**config.mk**
```make
export PLATFORM = sky130hd
export DESIGN_NAME = arcade_input_top
export DESIGN_NICKNAME = d
export VERILOG_FILES = /design/src/arcade_input_pkg.sv /design/src/arcade_input_top.sv /design/src/port_output_stage.sv /design/src/input_port_mapper.sv /design/src/control_capture.sv
export VERILOG_INCLUDE_DIRS = /design/src
export SDC_FILE = /design/constraint.sdc
export NUM_CORES = 1
export LEC_CHECK = 0
export BUFFER_PORTS_ARGS = -buffer_cell sky130_fd_sc_hd__buf_2
export CAP_MARGIN = 20
export CORE_UTILIZATION = 47
export CTS_CLUSTER_SIZE = 24
export DETAILED_ROUTE_END_ITERATION = 16
export PLACE_DENSITY_LB_ADDON = 0.25
export SLEW_MARGIN = 15
export SYNTH_ARGS = -nofsm -noshare
export SYNTH_HDL_FRONTEND = slang
export SYNTH_SLANG_ARGS = --single-unit
```
**constraint.sdc**
```tcl
create_clock -name clk_sys -period 2.57 [get_ports clk_sys]
set_clock_uncertainty 0.05 [all_clocks]
set_input_delay 0.3855 -clock clk_sys [delete_from_list [all_inputs] [get_ports clk_sys]]
set_output_delay 0.3855 -clock clk_sys [all_outputs]
set_load 0.02 [all_outputs]
```
**src/arcade_input_defs.svh**
```systemverilog
`ifndef ARCADE_INPUT_DEFS_SVH
`define ARCADE_INPUT_DEFS_SVH

// ============================================================
// Widths
// ============================================================

// One board input port, active low
`define AI_PORT_W 8

// Raw joystick words from the host and from the DB9/DB15 reader
`define AI_USB_JOY_W 32
`define AI_DB_JOY_W 16

// Download write port address
`define AI_DL_ADDR_W 25

// ============================================================
// Download indices and DIP bank
// ============================================================

// Index 1 carries the game code in its data byte
`define AI_DL_INDEX_GAME 1

// Index 254 writes one DIP byte per address
`define AI_DL_INDEX_DIP 254

// Bytes in the DIP bank
`define AI_DIP_COUNT 8

// Port value with nothing pressed
`define AI_PORT_IDLE {`AI_PORT_W{1'b1}}

`endif
```
**src/arcade_input_pkg.sv**
```systemverilog
`include "arcade_input_defs.svh"

package arcade_input_pkg;

	// ============================================================
	// Game codes as loaded through download index 1
	// ============================================================
	typedef enum logic [7:0] {
		game_scramble = 8'd0,
		game_amidar   = 8'd1,
		game_frogger  = 8'd2,
		game_scobra   = 8'd3,
		game_tazman   = 8'd4,
		game_armorcar = 8'd5,
		game_moonwar  = 8'd6,
		game_spdcoin  = 8'd7,
		game_calipso  = 8'd8,
		game_darkplnt = 8'd9,
		game_anteater = 8'd10,
		game_losttomb = 8'd11,
		game_theend   = 8'd12,
		game_mars     = 8'd13,
		game_stratgyx = 8'd14,
		game_turtles  = 8'd15,
		game_minefld  = 8'd16,
		game_rescue   = 8'd17,
		game_mimonkey = 8'd18
	} game_id_t;

	// Merged controls of both players, active high
	typedef struct packed {
		logic [1:0] spare;
		logic       coin;
		logic       start2;
		logic       start1;
		logic       fire_e;
		logic       fire_d;
		logic       fire_c;
		logic       fire_b;
		logic       fire_a;
		logic       right;
		logic       left;
		logic       down;
		logic       up;
	} player_ctrl_t;

	// Download write strobe with its index, address and byte
	typedef struct packed {
		logic                     wr;
		logic [7:0]               index;
		logic [`AI_DL_ADDR_W-1:0] addr;
		logic [7:0]               data;
	} dl_write_t;

	// The four active-low input ports of the board
	typedef struct packed {
		logic [`AI_PORT_W-1:0] pa;
		logic [`AI_PORT_W-1:0] pb;
		logic [`AI_PORT_W-1:0] pc;
		logic [`AI_PORT_W-1:0] pd;
	} io_ports_t;

	typedef struct packed {
		logic [7:0] hwsel;
		logic       landscape;
		logic       four_fire;
		logic       galaxian_video;
	} board_flags_t;

	// External reader type, off means USB only
	typedef enum logic [1:0] {
		db_off   = 2'b00,
		db_db15  = 2'b01,
		db_db9md = 2'b10
	} db_mode_t;

endpackage

```
**src/arcade_input_top.sv**
```systemverilog
`timescale 1ns/100ps
`include "arcade_input_defs.svh"

module arcade_input_top
	import arcade_input_pkg::*;
(
	input  logic                     clk_sys,
	input  logic                     rst,
	input  logic [`AI_USB_JOY_W-1:0] usb_joy1,
	input  logic [`AI_USB_JOY_W-1:0] usb_joy2,
	input  logic [`AI_DB_JOY_W-1:0]  db_joy1,
	input  logic [`AI_DB_JOY_W-1:0]  db_joy2,
	input  db_mode_t                 db_mode,
	input  logic                     db_two_players,
	input  logic                     alt_fire_mode,
	input  dl_write_t                dl,
	output io_ports_t                ports,
	output board_flags_t             flags
);

	player_ctrl_t ctrl;
	game_id_t     game;
	io_ports_t    raw_ports;
	board_flags_t raw_flags;

	// Joystick merge plus game register
	control_capture u_capture (
		.clk_sys        (clk_sys),
		.rst            (rst),
		.usb_joy1       (usb_joy1),
		.usb_joy2       (usb_joy2),
		.db_joy1        (db_joy1),
		.db_joy2        (db_joy2),
		.db_mode        (db_mode),
		.db_two_players (db_two_players),
		.dl             (dl),
		.ctrl           (ctrl),
		.game           (game)
	);

	input_port_mapper u_mapper (
		.ctrl          (ctrl),
		.game          (game),
		.alt_fire_mode (alt_fire_mode),
		.raw_ports     (raw_ports),
		.raw_flags     (raw_flags)
	);

	// DIP bank and output registers
	port_output_stage u_output (
		.clk_sys   (clk_sys),
		.rst       (rst),
		.dl        (dl),
		.raw_ports (raw_ports),
		.raw_flags (raw_flags),
		.ports     (ports),
		.flags     (flags)
	);

endmodule

```
**src/port_output_stage.sv**
```systemverilog
`timescale 1ns/100ps
`include "arcade_input_defs.svh"

module port_output_stage
	import arcade_input_pkg::*;
(
	input  logic         clk_sys,
	input  logic         rst,
	input  dl_write_t    dl,
	input  io_ports_t    raw_ports,
	input  board_flags_t raw_flags,
	output io_ports_t    ports,
	output board_flags_t flags
);

	localparam int DIP_IDX_W = $clog2(`AI_DIP_COUNT);

	logic [`AI_PORT_W-1:0] dip [`AI_DIP_COUNT];
	logic                  dip_wr;

	// ============================================================
	// DIP bank
	// ============================================================

	// Addresses past the bank are ignored
	assign dip_wr = dl.wr && (dl.index == `AI_DL_INDEX_DIP) &&
		(dl.addr[`AI_DL_ADDR_W-1:DIP_IDX_W] == '0);

	always_ff @(posedge clk_sys)
	begin
		if (rst)
		begin
			for (int i = 0; i < `AI_DIP_COUNT; i++)
				dip[i] <= '1;
		end
		else if (dip_wr)
		begin
			dip[dl.addr[DIP_IDX_W-1:0]] <= dl.data;
		end
	end

	// ============================================================
	// Masked output registers
	// ============================================================

	// Only bytes 0 to 3 reach the board, a cleared DIP bit pulls the port low
	always_ff @(posedge clk_sys)
	begin
		if (rst)
		begin
			ports.pa <= `AI_PORT_IDLE;
			ports.pb <= `AI_PORT_IDLE;
			ports.pc <= `AI_PORT_IDLE;
			ports.pd <= `AI_PORT_IDLE;
			flags    <= '0;
		end
		else
		begin
			ports.pa <= raw_ports.pa & dip[0];
			ports.pb <= raw_ports.pb & dip[1];
			ports.pc <= raw_ports.pc & dip[2];
			ports.pd <= raw_ports.pd & dip[3];
			flags    <= raw_flags;
		end
	end

endmodule

```
**src/input_port_mapper.sv**
```systemverilog
`timescale 1ns/100ps
`include "arcade_input_defs.svh"

module input_port_mapper
	import arcade_input_pkg::*;
(
	input  player_ctrl_t ctrl,
	input  game_id_t     game,
	input  logic         alt_fire_mode,
	output io_ports_t    raw_ports,
	output board_flags_t raw_flags
);

	// Ports are active low, so every layout is inverted
	always_comb
	begin
		// Scramble layout is the default for every code
		raw_flags    = '0;
		raw_ports.pa = ~{ctrl.coin, 1'b0, ctrl.left, ctrl.right,
			ctrl.fire_a, 1'b0, ctrl.fire_b, ctrl.up};
		raw_ports.pb = ~{ctrl.start1, ctrl.start2, ctrl.left, ctrl.right,
			ctrl.fire_a, ctrl.fire_b, 2'b00};
		raw_ports.pc = ~{1'b0, ctrl.down, 1'b0, ctrl.up, 3'b000, ctrl.down};
		raw_ports.pd = `AI_PORT_IDLE;

		case (game)
			game_frogger:
				raw_flags.hwsel = 8'd1;
			game_scobra,
			game_armorcar:
				raw_flags.hwsel = 8'd2;
			game_tazman:
			begin
				raw_flags.hwsel = 8'd2;
				raw_ports.pa = ~{ctrl.coin, 1'b0, ctrl.left, ctrl.right,
					ctrl.down, ctrl.up, ctrl.fire_a, ctrl.fire_b};
				raw_ports.pb = `AI_PORT_IDLE;
				raw_ports.pc = ~{1'b0, ctrl.start2, 5'b00000, ctrl.start1};
			end
			game_calipso:
			begin
				raw_flags.hwsel = 8'd3;
				// Fire shares a line with the start buttons
				raw_ports.pa = ~{ctrl.coin, 1'b0, ctrl.left, ctrl.right,
					ctrl.down, ctrl.up, 1'b0, ctrl.start2 | ctrl.fire_a};
				raw_ports.pb = ~{2'b00, ctrl.left, ctrl.right,
					ctrl.down, ctrl.up, 2'b00};
				raw_ports.pc = ~{7'b0000000, ctrl.fire_a | ctrl.start1};
			end
			game_anteater:
			begin
				raw_flags.hwsel = 8'd6;
				raw_ports.pa = ~{ctrl.coin, 1'b0, ctrl.left, ctrl.right,
					ctrl.down, ctrl.up, 1'b0, ctrl.fire_a};
				raw_ports.pb = ~{1'b0, ctrl.fire_a, ctrl.left, ctrl.right,
					ctrl.up, ctrl.down, 2'b00};
				raw_ports.pc = ~{1'b0, ctrl.start2, 5'b00000, ctrl.start1};
			end
			game_losttomb:
			begin
				raw_flags.hwsel     = 8'd7;
				raw_flags.four_fire = 1'b1;
				raw_ports.pa = ~{ctrl.coin, 1'b0, ctrl.left, ctrl.right,
					ctrl.down, ctrl.up, ctrl.start1, ctrl.start2};
				// Second stick either follows movement or carries four fire buttons
				if (alt_fire_mode)
					raw_ports.pb = ~{1'b0, ctrl.fire_e | ctrl.fire_a, ctrl.left,
						ctrl.right, ctrl.down, ctrl.up, 2'b00};
				else
					raw_ports.pb = ~{1'b0, ctrl.fire_e, ctrl.fire_d, ctrl.fire_a,
						ctrl.fire_b, ctrl.fire_c, 2'b00};
				raw_ports.pc = `AI_PORT_IDLE;
			end
			game_theend:
				raw_flags.galaxian_video = 1'b1;
			game_stratgyx:
			begin
				raw_flags.hwsel     = 8'd5;
				raw_flags.landscape = 1'b1;
				raw_ports.pc = ~{ctrl.fire_c, ctrl.down, ctrl.fire_c, ctrl.up,
					3'b000, ctrl.down};
			end
			game_turtles:
			begin
				raw_flags.hwsel = 8'd11;
				raw_ports.pa = ~{ctrl.coin, 1'b0, ctrl.left, ctrl.right,
					ctrl.fire_a, 2'b00, ctrl.up};
				raw_ports.pb = ~{ctrl.start1, ctrl.start2, ctrl.left, ctrl.right,
					ctrl.fire_a, 3'b000};
			end
			game_minefld,
			game_rescue:
			begin
				// Same wiring on both boards, only the select differs
				raw_flags.hwsel     = (game == game_minefld) ? 8'd8 : 8'd9;
				raw_flags.four_fire = 1'b1;
				raw_ports.pa = ~{ctrl.coin, 1'b0, ctrl.left, ctrl.right,
					ctrl.down, ctrl.up, 1'b0, ctrl.start1};
				if (alt_fire_mode)
					raw_ports.pb = ~{2'b00, ctrl.left, ctrl.right,
						ctrl.down, ctrl.up, 2'b00};
				else
					raw_ports.pb = ~{2'b00, ctrl.fire_d, ctrl.fire_a,
						ctrl.fire_b, ctrl.fire_c, 2'b00};
				raw_ports.pc = ~{1'b0, ctrl.start2, 5'b00000, ctrl.start1};
			end
			game_mimonkey:
				raw_flags.hwsel = 8'd12;
			default:
			begin
				// Scramble and unknown codes keep the layout above
			end
		endcase
	end

endmodule

```
**src/control_capture.sv**
```systemverilog
`timescale 1ns/100ps
`include "arcade_input_defs.svh"

module control_capture
	import arcade_input_pkg::*;
(
	input  logic                     clk_sys,
	input  logic                     rst,
	input  logic [`AI_USB_JOY_W-1:0] usb_joy1,
	input  logic [`AI_USB_JOY_W-1:0] usb_joy2,
	input  logic [`AI_DB_JOY_W-1:0]  db_joy1,
	input  logic [`AI_DB_JOY_W-1:0]  db_joy2,
	input  db_mode_t                 db_mode,
	input  logic                     db_two_players,
	input  dl_write_t                dl,
	output player_ctrl_t             ctrl,
	output game_id_t                 game
);

	// USB layout: CO S2 S1/F5 F4 F3 F2 F1 U D L R in bits 10 down to 0
	// DB layout: mode/start on 11..8, buttons and stick on 7..0
	function automatic logic [`AI_USB_JOY_W-1:0] map_db(
		input logic [`AI_DB_JOY_W-1:0] db,
		input logic                    second
	);
		logic fire4;
		logic start2;
		logic coin;
		// Second player swaps the two upper buttons
		fire4  = second ? db[9] : db[10];
		start2 = second ? db[10] : db[9];
		// Coin on its own button or as a start+C combination
		coin   = db[11] | (db[10] & db[5]);
		return {{(`AI_USB_JOY_W-11){1'b0}}, coin, start2, fire4, db[7:0]};
	endfunction

	logic                     db_en;
	logic [`AI_USB_JOY_W-1:0] joy_p1;
	logic [`AI_USB_JOY_W-1:0] joy_p2;
	logic [`AI_USB_JOY_W-1:0] joy_any;
	player_ctrl_t             ctrl_next;

	// ============================================================
	// Source select and merge
	// ============================================================
	assign db_en = (db_mode != db_off);

	assign joy_p1 = db_en ? map_db(db_joy1, 1'b0) : usb_joy1;

	// Without a second DB player the first USB stick becomes player 2
	assign joy_p2 = !db_en         ? usb_joy2 :
	                db_two_players ? map_db(db_joy2, 1'b1) : usb_joy1;

	assign joy_any = joy_p1 | joy_p2;

	always_comb
	begin
		ctrl_next        = '0;
		ctrl_next.right  = joy_any[0];
		ctrl_next.left   = joy_any[1];
		ctrl_next.down   = joy_any[2];
		ctrl_next.up     = joy_any[3];
		ctrl_next.fire_a = joy_any[4];
		ctrl_next.fire_b = joy_any[5];
		ctrl_next.fire_c = joy_any[6];
		ctrl_next.fire_d = joy_any[7];
		// Bit 8 doubles as fifth fire and start 1
		ctrl_next.fire_e = joy_any[8];
		ctrl_next.start1 = joy_any[8];
		ctrl_next.start2 = joy_any[9];
		ctrl_next.coin   = joy_any[10];
	end

	// ============================================================
	// Control and game registers
	// ============================================================
	always_ff @(posedge clk_sys)
	begin
		if (rst)
		begin
			ctrl <= '0;
			game <= game_scramble;
		end
		else
		begin
			ctrl <= ctrl_next;
			if (dl.wr && (dl.index == `AI_DL_INDEX_GAME))
				game <= game_id_t'(dl.data);
		end
	end

endmodule

```
* Word-level counts from Yosys, hierarchy flattened *
Memory sizes are Yosys's and may differ from the RTL's. A register that Yosys moved wholly into a read port is not among the register bits.
Cells that the tools add are included.

storage, ports and cells
  register bits after elaboration = 54
  word-level logic and storage cells = 93
  memories = 1
  memory bits (writable) = 64
  output and inout port bits = 43

memories
  memory        depth  width  read ports  clocked after memory_dff  write ports  line                     RTL
  u_output.dip  8      8      4           1                         8            port_output_stage.sv:18  logic [`AI_PORT_W-1:0] dip [`AI_DIP_COUNT];

operators by class
  mux-type cells = 20
  bitwise logic cells = 28
  equality and inequality tests = 15
  reductions and logical operators = 10

operators by type and width
  operator              count
  $pmux W16 S6          1
  $not A8 Y8            10
  $pmux W8 S9           1
  $eq A8 B4 Y1 const B  6
  $not A7 Y8            5
  $mux W11              3
  $pmux W8 S4           1
  $and A8 B8 Y8         3
  $eq A8 B5 Y1 const B  3
  $mux W8               3
  $logic_not A22 Y1     1
  $eq A8 B2 Y1 const B  2
  $eq A8 B3 Y1 const B  2
  $not A6 Y8            2
  $or A11 B11 Y11       1
  $mux W1               10
  $eq A8 B1 Y1 const B  1
  $eq A8 B8 Y1 const B  1
  $not A1 Y8            1
  $reduce_or A8 Y1      1
  $reduce_or A3 Y1      2
  $or A1 B1 Y1          4
  $reduce_or A4 Y1      1
  $logic_and A1 B1 Y1   3
  other kinds (4)       5

* Depth between registers and ports, before layout *
Gate-level depths: netlist (run 1).

  word-level depth = 8
  mapped depth = 7
  mapped depth without buffers = 5

* By module *
From an unflattened synthesis (run 1), not the netlist that was laid out.

unflattened totals
  cells, all modules = 439
  area total of the unflattened synthesis = 4611.9 µm²

modules (own cells, without submodules)
  module             area an instance (µm²)  cells an instance  sequential area each (µm²)  times used
  port_output_stage  2610.0                  193                1821.7                      1
  control_capture    1092.3                  117                380.4                       1
  input_port_mapper  909.6                   129                0.0                         1

* Worst setup path after synthesis (run 1) *
Ideal clock, no wire load.

  path type = in2reg
  start point = in dl[23] (netlist bit)
  end point = mem u_output.dip[2][0] (netlist bit), enable pin
  library setup time = 0.329 ns
  arrival = 1.876 ns
  slack = 0.315 ns
  required time = 2.191 ns
  cell stages on the path = 4
  cell sequence = or3_1 -> or4_4 -> nor3_4 -> or2_1

RTL lines
  element          line                     RTL
  start, declared  arcade_input_top.sv:16   input dl_write_t dl,
  end, declared    port_output_stage.sv:18

* Worst setup path after layout (run 1) *
  start point = reg u_capture.game[2]
  end point = reg, netlist name u_output.ports[24]

on the way
  cells in the longest elaborated chain, start to end = 4
  elaborated cells on any way between the ends = 10
  those cells by class = eq/ne: 7; mux: 1; bitwise: 1; reduce/logical: 1

RTL lines
  element                 line                     RTL
  start, declared         control_capture.sv:17    output game_id_t game
  start signal, assigned  control_capture.sv:82    game <= game_scramble;
  start signal, assigned  control_capture.sv:88    game <= game_id_t'(dl.data);
  $eq A8 B5 Y1            input_port_mapper.sv:26  case (game)
  $reduce_or A2 Y1        input_port_mapper.sv:26
  $pmux W16 S6 (*)        input_port_mapper.sv:26
  $and A8 B8 Y8 (*)       port_output_stage.sv:59  ports.pa <= raw_ports.pa & dip[0];

Mark *: on every way between the ends. The rest lies on a longest branch, timed or not.
A chain may end at the register's enable or synchronous reset.

==> results.txt, run 1 <==
Sequential area share after synthesis: 52.7%
Slew Limit Fails: 0
Initial core utilization: 48.7%
Slowest library cell on the worst path: nor4b_1
Synth Flop Type: dfxtp_1
Max cap viols: 0
Post-CTS resize count: 0
Vias in the first global route: 3396
Antenna-violating nets left: 0
TritonCTS Buffers: 9
Max incr delay on CP: 0.69 ns
Setup bufs post-CTS: 0
Fmax: 0.451 GHz
Total global routing overflow: 0
Final setup margin: 0.353 ns
Worst EP required: 2.77 ns
Async S/R FF share, synth: 0%
Synth Area in Compound Gates: 14.1%
Final TNS setup: 0 ns
Filler instances: 745
Iter 0 DRT Violations: 144
Layout area overhead: 24.5%
Minimum clock period: 2.22 ns
Largest net degree at the start of global routing: 51
Min Hold Slack: 0.225 ns
#FFs+latches synth: 90
# rows: 33
Final period util: 86.3%
Total track usage: 25.0%
Crit-path leading delay family: compound AO/OA/AOI/OAI gates
Drt pass-1 iters: 4
Hold Path Origin: usb_joy2[10]
Avg Inst Size Synth: 10.3 um^2
Crit end category: flip-flop
Port bufs: 130
Xor and xnor area share after synthesis: 0.218%
Total Nets Final: 669
Dominant cell type by area after synthesis: dfxtp_1
Share of the synthesized area in the top cell type: 28.8%
Syn Inst Count: 390
Top cells by area, synth: dfxtp_1, edfxtp_1, or2_2, nor3_1, nand2b_1
Number of buffers and inverters on the critical path: 0
Status: finished clean
Cells after DPL: 619
Initial antenna violation count: 0
Max IR drop VDD: 0.000233 V
# H-tree levels: 3
Crit Path Class: reg -> reg
Drc violations: 0
Pre-CTS setup slack: 0.0947 ns
CTS Buffer Depth: 2
Count of different cell masters after synthesis: 65
Worst r2r src: u_capture.game[2]
Hold crit path type: in -> reg
Cell area after synthesis: 4030 um^2
Non-Filler Instances: 635
Largest family of logic cells by synthesized area: simple AND/OR/NAND/NOR gates
Drt wl/cell: 16.6 um
Crit path from: u_capture.game[2]
Via-per-instance ratio: 5.57
Die X-Extent: 94.5 um
CTS tree: built
First-pass GRT wire length: 16700 um
Final setup violation count: 0
Simple-gate area share of the yosys netlist: 26.5%
Antenna cells: 0
Detailed Place HPWL: 7940 um
Unrepaired setup endpoints after global routing: no
DIE AREA: 8940 um^2
Clock transition at the registers of the reported paths: 0.10 ns
Max-slew headroom: 52.6%
Share of layout cells above drive strength 1: 38.9%
CP Max Fanout: 12
Sink Count: 90
Mux share of post-synthesis cell area: 2.55%
Final hold vios: 0
Slew @ Worst Pin: 0.700 ns
RePlAce Congestion: 0.930
CP Launch Type: flip-flop
Total detailed-routing wirelength: 10500 um
Arr. time, crit path: 2.42 ns
Clock Latency Late Sink: 0.36 ns
Adder-cell share of the synthesized area: 0%
CTS Hold Buffers Added: 0
Synth Warn #: 0
Pwr dens: 559 nW/um^2
EDFF count, synth: 32
Top Ports: 187
Die H: 94.5 um
Critical path cell sequence: nor4b_1 -> o21bai_1 -> o31a_1 -> o221ai_1 -> a21o_1
LEAKAGE: 2.10 nW
Tot Pwr: 2.80 mW
Core area: 8260 um^2
Routed vias: 3535
Root buffer cell: clkbuf_8
kinds of logic (layout without fill, tap and decap cells):
| group | count (synthesis) | in the layout |
|---|---|---|
| compound gates | 74 | 74 |
| simple gates | 180 | 180 |
| flops | 90 | 90 |
| mux | 10 | 10 |
| buf+inv | 34 | 171 |
| xor+xnor | 1 | 1 |
| other cells | 1 | 4 |
synthesized netlist by cell type (3+ instances only):
cell type  number
or2_2          31
buf_4           5
a21oi_1         8
nand4_1         4
mux2i_1         8
a31o_1          3
a2bb2oi_1       3
nand2b_1       19
nor2_1         20
nor3_4          3
nor2b_1         8
a21o_1          8
buf_2           6
a2111oi_0      10
nor4_1          8
inv_1           9
clkbuf_1       13
or3b_1          3
edfxtp_1       32
nand3b_1        3
nand3_1         6
and4b_1         3
or3_1           3
dfxtp_1        58
o211ai_1        4
nor3_1         26
nand2_1        21
a31oi_1         4
o21ai_0         8
and2_1         10
stage by stage:
step / util (%) / area, um^2
3_3_place_gp: 58.3 / 4820
6_report: 60.7 / 5010
4_1_cts: 60.7 / 5010
5_1_grt: 60.7 / 5010
3_5_place_dp: 58.3 / 4820
2_1_floorplan: - / 4040
worst reg2reg max path, stage by stage (launching register included):
cell,delay [ns]
dfxtp_1,0.47
nor4b_1,0.69
o21bai_1,0.24
o31a_1,0.26
o221ai_1,0.18
a21o_1,0.22
sequential cells by signal, indices dropped and copies added (netlist names):
register and cells:
u_output.dip 32, u_output.flags 7, u_capture.game 8, u_capture.ctrl 11
u_output.ports 32
area by class of cell:
type / instances / area, um^2 / share of cell area (%)
clock buffer: 9 / 124 / 2.47
clock inverter: 7 / 70.1 / 1.40
timing repair buffer: 146 / 771 / 15.4
multi-input combinational: 269 / 1760 / 35.1
tap: 105 / 131 / 2.62
sequential: 90 / 2120 / 42.3
inverter: 9 / 33.8 / 0.674
worst paths after layout:
kind | to | slack, ns | cells past startpoint
worst max-delay path | u_output.ports[24] | 0.35 | 5
worst min-delay path | u_capture.ctrl[11] | 0.23 | 2
worst max register to register | u_output.ports[24] | 0.35 | 5
worst min register to register | u_output.ports[0] | 0.38 | 1
cell usage in the layout (no fill, tap or decap), drive strengths merged, types with 4 or more instances in the layout:
master   count
nor4         8
nand2       21
nor3        31
nand4        4
buf        146
or2         33
mux2i        8
a21oi        8
nor2        21
nor2b        8
a31oi        4
o211ai       4
clkbuf       9
a21o         8
conb         4
nand3        6
o21ai        9
a31o         4
a2111oi     10
dfxtp       58
edfxtp      32
and2        10
inv         12
nand2b      19
metal layers:
metal | GRT usage (%) | vias up | routed length (um)
met5 | 0 | - | 0
li1 | - | 1694 | -
met1 | 32.3 | 1679 | 4680
met3 | 4.99 | 28 | 526
met4 | 12.6 | 0 | 312
met2 | 39.8 | 134 | 5030
where the power goes:
group	total, mW	leakage (nW)	switching (mW)	internal [mW]
logic	0.295	1.20	0.168	0.127
registers	1.57	0.804	0.0318	1.54
clock network	0.932	0.0951	0.555	0.377
Power figures use the tool's default switching activity.
==> run 2: changes to the inputs <==
--- a/config.mk
+++ b/config.mk
@@ -8,7 +8,7 @@
 export LEC_CHECK = 0
 export BUFFER_PORTS_ARGS = -buffer_cell sky130_fd_sc_hd__buf_2
 export CAP_MARGIN = 20
-export CORE_UTILIZATION = 47
+export CORE_UTILIZATION = 50
 export CTS_CLUSTER_SIZE = 24
 export DETAILED_ROUTE_END_ITERATION = 16
 export PLACE_DENSITY_LB_ADDON = 0.25
==> constraint.sdc (replaced) <==
create_clock -name clk_sys -period 2.8 [get_ports clk_sys]
set_clock_uncertainty 0.05 [all_clocks]
set_input_delay 0.42 -clock clk_sys [delete_from_list [all_inputs] [get_ports clk_sys]]
set_output_delay 0.42 -clock clk_sys [all_outputs]
set_load 0.02 [all_outputs]
==> run 2 against run 1 <==
Net effect: sequential power fell by 8%; combinational power down 9.2%; wire length fell by 1.2%; non-clock buffer count shrank 6; via count decreased by 2.0%; clock power down 9.9%; flip-flop and latch count is the same; global-route usage is 0.82 points higher; total power down 8.9%; setup slack gained 0.20 ns; design area shrank 1.1%; register-to-register slack gained 0.20 ns.
==> results.txt, run 2 (same netlist as run 1, synthesis figures left out) <==
Status: finished clean
Hold Path Origin: usb_joy2[10]
Total detailed-routing wirelength: 10400 um (-1.2%)
Final period util: 80.2% (-6.0 points)
Commonest cells after routing, fill and taps aside: buf_2, dfxtp_1, edfxtp_1, or2_2, nor3_1
Max IR drop VDD: 0.000247 V (+6.0%)
Core area: 7770 um^2 (-5.9%)
Post-CTS resize count: 0 (unchanged)
Routed vias: 3465 (-2.0%)
Unrepaired setup endpoints after global routing: no
Filler instances: 676 (-9.3%)
Cells after DPL: 610 (-1.5%)
Root buffer cell: clkbuf_8
R2R depth: 5 (unchanged)
LEAKAGE: 2.06 nW (-1.5%)
Register Area: 2120 um^2 (unchanged)
Initial antenna violation count: 0 (unchanged)
Hold crit path type: in -> reg
Crit end category: flip-flop
Largest net degree at the start of global routing: 51 (unchanged)
Number of buffers and inverters on the critical path: 0 (unchanged)
Die X-Extent: 91.7 um (-3.0%)
Total track usage: 25.8% (+0.82 points)
Pwr dens: 515 nW/um^2 (-7.8%)
DIE AREA: 8410 um^2 (-5.9%)
Sink Count: 90 (unchanged)
Arr. time, crit path: 2.45 ns (+0.03 ns)
Antenna-violating nets left: 0 (unchanged)
Iter 0 DRT Violations: 152 (+5.6%)
Crit-path leading delay family: compound AO/OA/AOI/OAI gates
Drt pass-1 iters: 4 (unchanged)
Crit Path Class: reg -> reg
CP Max Fanout: 11 (-1)
Slew @ Worst Pin: 0.682 ns (-0.0182 ns)
Worst EP required: 3.01 ns (+0.24 ns)
# H-tree levels: 3 (unchanged)
Clock Latency Late Sink: 0.36 ns (about the same)
Worst hold path depth: 2 (unchanged)
Final setup violation count: 0 (unchanged)
Clock transition at the registers of the reported paths: 0.09 ns (about the same)
Via-per-instance ratio: 5.54 (-0.57%)
Setup bufs post-CTS: 0 (unchanged)
Total global routing overflow: 0 (unchanged)
Max cap viols: 0 (unchanged)
RePlAce Congestion: 0.938 (+0.78%)
# rows: 32 (-3.0%)
Drc violations: 0 (unchanged)
Most common cell after layout, fill and taps aside: buf_2
Layout area overhead: 23.1%
CTS Buffer Depth: 2 (unchanged)
Total Nets Final: 663 (-0.90%)
Max incr delay on CP: 0.69 ns (about the same)
Worst r2r src: u_capture.game[0]
Fmax: 0.445 GHz (-1.3%)
R2R Setup Slk: 0.55 ns (+0.20 ns)
Initial core utilization: 51.8% (+3.1 points)
Slowest library cell on the worst path: nor4b_1
CP Launch Type: flip-flop
Slew Limit Fails: 0 (unchanged)
Minimum clock period: 2.25 ns (+0.0294 ns)
CTS tree: built
Port bufs: 130 (unchanged)
Hold Path Sink: u_capture.ctrl[11]
Final TNS setup: 0 ns (unchanged)
Area occupied by multi-input gates: 1760 um^2 (unchanged)
Vias in the first global route: 3375 (-0.62%)
Top Ports: 187 (unchanged)
Drt wl/cell: 16.6 um (+0.22%)
CTS Hold Buffers Added: 0 (unchanged)
Top Registers: u_output.dip: 32 flops, u_output.ports: 32 flops, u_capture.ctrl: 11 flops
Share of layout cells above drive strength 1: 38.0% (-0.89 points)
Final hold vios: 0 (unchanged)
TritonCTS Buffers: 9 (unchanged)
First-pass GRT wire length: 16600 um (-0.70%)
Detailed Place HPWL: 7710 um (-2.9%)
Die H: 91.7 um (-3.0%)
Antenna cells: 0 (unchanged)
R2R Path End: u_output.ports[24]
Critical path cell sequence: nor4b_1 -> o21bai_1 -> o31a_1 -> o221ai_1 -> a21o_1
Non-Filler Instances: 626 (-1.4%)
Max-slew headroom: 53.9% (+1.2 points)
-- run 2: changes by cell type in the layout (fill, tap and decap cells not counted) --
cell and change:
clkinv_8 -1, buf_4 -6, clkbuf_8 +1, inv_6 -1, clkinv_1 +1
-- run 2: worst max path at each step --
stage                     slack (ns)  cells past startpoint               from                  to
after floorplan                 0.51                      4             dl[23]  u_output.dip[2][0]
after global placement          0.32                      6             dl[10]  u_output.dip[2][2]
after detailed placement        0.29                      6             dl[10]  u_output.dip[2][2]
after CTS                       0.59                      5  u_capture.game[0]  u_output.ports[24]
after global routing            0.40                      5  u_capture.game[0]  u_output.ports[24]
final                           0.55                      5  u_capture.game[0]  u_output.ports[24]
-- run 2: final cells by class --
class | count | share of cell area [%]
flip-flops and latches | 90 | 42.8
multi-input cells | 269 | 35.5
repair buffers | 140 | 14.6
clock buffers | 10 | 2.78
well taps | 102 | 2.58
clock inverters | 6 | 0.985
inverters | 9 | 0.682
-- run 2: per-layer routing --
layer  share of wire, %  track usage, %
met5                  0               0
met4                1.5            8.72
met3                5.6            5.89
met2                 48            42.8
met1                 45            33.3
-- run 2: where the power goes --
part | internal [mW] | total, mW | switching, mW
clock | 0.356 | 0.840 | 0.483
sequential | 1.41 | 1.44 | 0.0297
combinational | 0.116 | 0.268 | 0.153
total | 1.89 | 2.55 | 0.666
-- run 2: metrics by stage --
stage                     utilization (%)  power, mW  area (um^2)  setup WS (ns)  hold WS (ns)
after floorplan                         -       1.61         4040          0.511         0.349
after global placement               61.4       1.74         4770          0.317         0.357
after detailed placement             61.4       1.74         4770          0.290         0.360
after CTS                            63.8       2.57         4960          0.592         0.266
after global routing                 63.8       2.65         4960          0.397         0.269
final                                63.8       2.55         4960          0.554         0.281
==> run 3: changes to the inputs <==
--- a/config.mk
+++ b/config.mk
@@ -8,7 +8,7 @@
 export LEC_CHECK = 0
 export BUFFER_PORTS_ARGS = -buffer_cell sky130_fd_sc_hd__buf_2
 export CAP_MARGIN = 20
-export CORE_UTILIZATION = 50
+export CORE_UTILIZATION = 42
 export CTS_CLUSTER_SIZE = 24
 export DETAILED_ROUTE_END_ITERATION = 16
 export PLACE_DENSITY_LB_ADDON = 0.25
==> constraint.sdc (replaced) <==
create_clock -name clk_sys -period 2 [get_ports clk_sys]
set_clock_uncertainty 0.05 [all_clocks]
set_input_delay 0.3 -clock clk_sys [delete_from_list [all_inputs] [get_ports clk_sys]]
set_output_delay 0.3 -clock clk_sys [all_outputs]
set_load 0.02 [all_outputs]
==> run 3 against run 2 <==
Net effect: non-clock buffer count up 21; clock power up 45%; die area up 19%; critical path depth unchanged; via count up 1.0%; design area up 5.0%; combinational power up 46%; sequential power up 40%; total power up 42%; sequential share of layout area down 2.0 points; global-route usage down 3.1 points; maximum frequency up 15%; critical path type unchanged; critical endpoint is now u_output.ports[21]; largest power group unchanged; highest routed layer unchanged.
==> results.txt, run 3 (same netlist as run 1, synthesis figures left out) <==
Status: finished clean
# H-tree levels: 3 (unchanged)
Final setup violation count: 0 (unchanged)
Arr. time, crit path: 2.15 ns (-0.30 ns)
Max cap viols: 0 (unchanged)
Final core occ: 56.3% (-7.5 points)
Initial antenna violation count: 0 (unchanged)
Drc violations: 0 (unchanged)
Routed vias: 3501 (+1.0%)
Detailed Place HPWL: 8210 um (+6.5%)
R2R Path End: u_output.ports[21]
Core area: 9240 um^2 (+19%)
Initial core utilization: 43.6% (-8.3 points)
Antenna-violating nets left: 0 (unchanged)
Clock power frac: 33.6% (+0.7 points)
Switching share of power: 27.2% (+1.2 points)
Total detailed-routing wirelength: 10900 um (+5.1%)
Slew @ Worst Pin: 0.628 ns (-0.0548 ns)
Root buffer cell: clkbuf_8
CTS Hold Buffers Added: 0 (unchanged)
Total Nets Final: 684 (+3.2%)
Most common cell after layout, fill and taps aside: buf_2
Commonest cells after routing, fill and taps aside: buf_2, dfxtp_1, edfxtp_1, or2_2, buf_4
R2R depth: 5 (unchanged)
CTS Buffer Depth: 2 (unchanged)
Hold Path Origin: usb_joy2[2]
Die X-Extent: 99.9 um (+8.9%)
Sink Count: 90 (unchanged)
R2R Setup Slk: 0.05 ns (-0.50 ns)
Iter 0 DRT Violations: 148 (-2.6%)
Clock Latency Late Sink: 0.36 ns (about the same)
Final period util: 97.5% (+17 points)
CP Max Fanout: 7 (-4)
Via-per-instance ratio: 5.19 (-6.2%)
Pre-CTS setup slack: -0.254 ns (-0.544 ns)
Worst hold path depth: 3 (+1)
Hold crit path type: in -> reg
Port bufs: 130 (unchanged)
Largest net degree at the start of global routing: 51 (unchanged)
Minimum clock period: 1.95 ns (-0.296 ns)
Max IR drop VDD: 0.000350 V (+41%)
Share of layout cells above drive strength 1: 42.0% (+4.0 points)
Net switching power: 0.989 mW (+49%)
LEAKAGE: 2.18 nW (+5.4%)
Final setup margin: 0.0501 ns (-0.504 ns)
CP Launch Type: flip-flop
Clock transition at the registers of the reported paths: 0.10 ns (about the same)
Total track usage: 22.7% (-3.1 points)
DIE AREA: 9980 um^2 (+19%)
Power share of the combinational group: 10.8% (+0.3 points)
Top Registers: u_output.dip: 32 flops, u_output.ports: 32 flops, u_capture.ctrl: 11 flops
Crit Path Class: reg -> reg
Hold Path Sink: u_capture.ctrl[1]
Design Area, Final: 5200 um^2 (+5.0%)
# rows: 35 (+9.4%)
First-pass GRT wire length: 17200 um (+3.6%)
Top Ports: 187 (unchanged)
Total global routing overflow: 0 (unchanged)
Layout area overhead: 29.3%
Max-slew headroom: 58.0% (+4.1 points)
Sequential fraction of design power: 55.7% (-0.9 points)
Crit end category: flip-flop
Antenna cells: 0 (unchanged)
RePlAce Congestion: 0.904 (-3.6%)
CTS tree: built
Vias in the first global route: 3380 (+0.15%)
Worst EP required: 2.20 ns (-0.81 ns)
Crit path from: u_capture.game[4]
Area after DPL: 4960 um^2 (+4.0%)
Drt wl/cell: 16.2 um (-2.4%)
Worst r2r src: u_capture.game[4]
Pint: 2.64 mW (+40%)
Fmax: 0.513 GHz (+15%)
TritonCTS Buffers: 9 (unchanged)
Final hold vios: 0 (unchanged)
Pwr dens: 697 nW/um^2 (+35%)
Die H: 99.9 um (+8.9%)
Min Hold Slack: 0.150 ns (-0.130 ns)
Drt pass-1 iters: 4 (unchanged)
Slew Limit Fails: 0 (unchanged)
## run 3: changes by cell type in the layout (fill, tap and decap cells not counted), sizes merged
| cell | previous run | this run |
|---|---|---|
| buf | 140 | 161 |
| clkbuf | 10 | 9 |
| clkinv | 3 | 2 |
| clkinvlp | 1 | 2 |
| inv | 11 | 12 |
## run 3: cell type report
class / count / area, um^2
Sequential cell: 90 / 2120
Timing Repair Buffer: 161 / 883
Clock buffer: 9 / 124
Tap cell: 129 / 161
Clock inverter: 7 / 73.8
Inverter: 9 / 33.8
Fill cell: 840 / 4040
Multi-Input combinational cell: 269 / 1800
## run 3: critical path, cell delays in order (launching register included)
cell and delay, ns:
dfxtp_2 0.45, or3b_4 0.46, nor2_4 0.23, or3_1 0.21
o31ai_1 0.09, a311o_1 0.36
## run 3: stage by stage
stage / TNS (ns) / instances / power [mW]
floorplan: -1.15 / 393 / 2.25
global placement: -10.21 / 657 / 2.44
detailed placement: -14.33 / 657 / 2.45
CTS: 0 / 673 / 3.67
global route: -0.490 / 674 / 3.78
finish: 0 / 674 / 3.63
## run 3: power by group through the flow
stage	sequential [mW]	clock, mW	combinational, mW
after global placement	2.06	0	0.381
after CTS	2.02	1.26	0.390
after detailed placement	2.06	0	0.389
after floorplan	2.10	0	0.150
after global routing	2.03	1.33	0.424
final	2.02	1.22	0.390
## run 3: per-layer routing
layer,GRT usage [%],vias up,part of all wire (%),routed length [um]
met2,37.9,113,49,5340
met4,8.37,0,1.9,205
met3,4.25,15,5.0,545
met5,0,-,0,0
li1,-,1722,-,-
met1,29.3,1651,44,4850
## run 3: worst max path at each step
stage / end / cells past startpoint / slack [ns]
global route: u_output.dip[3][4] / 7 / -0.06
global placement: u_output.dip[2][1] / 6 / -0.17
detailed placement: u_output.dip[1][0] / 6 / -0.25
CTS: u_output.ports[21] / 5 / 0.03
finish: u_output.ports[21] / 5 / 0.05
floorplan: u_output.dip[2][0] / 4 / -0.07
## run 3: timing repair
item | in CTS | in global routing
setup endpoints to repair | 9 | 39
endpoints found under the hold margin | 0 | 0
pin swaps | 0 | 2
setup buffers | 0 | 1
gates resized for setup | 2 | 6
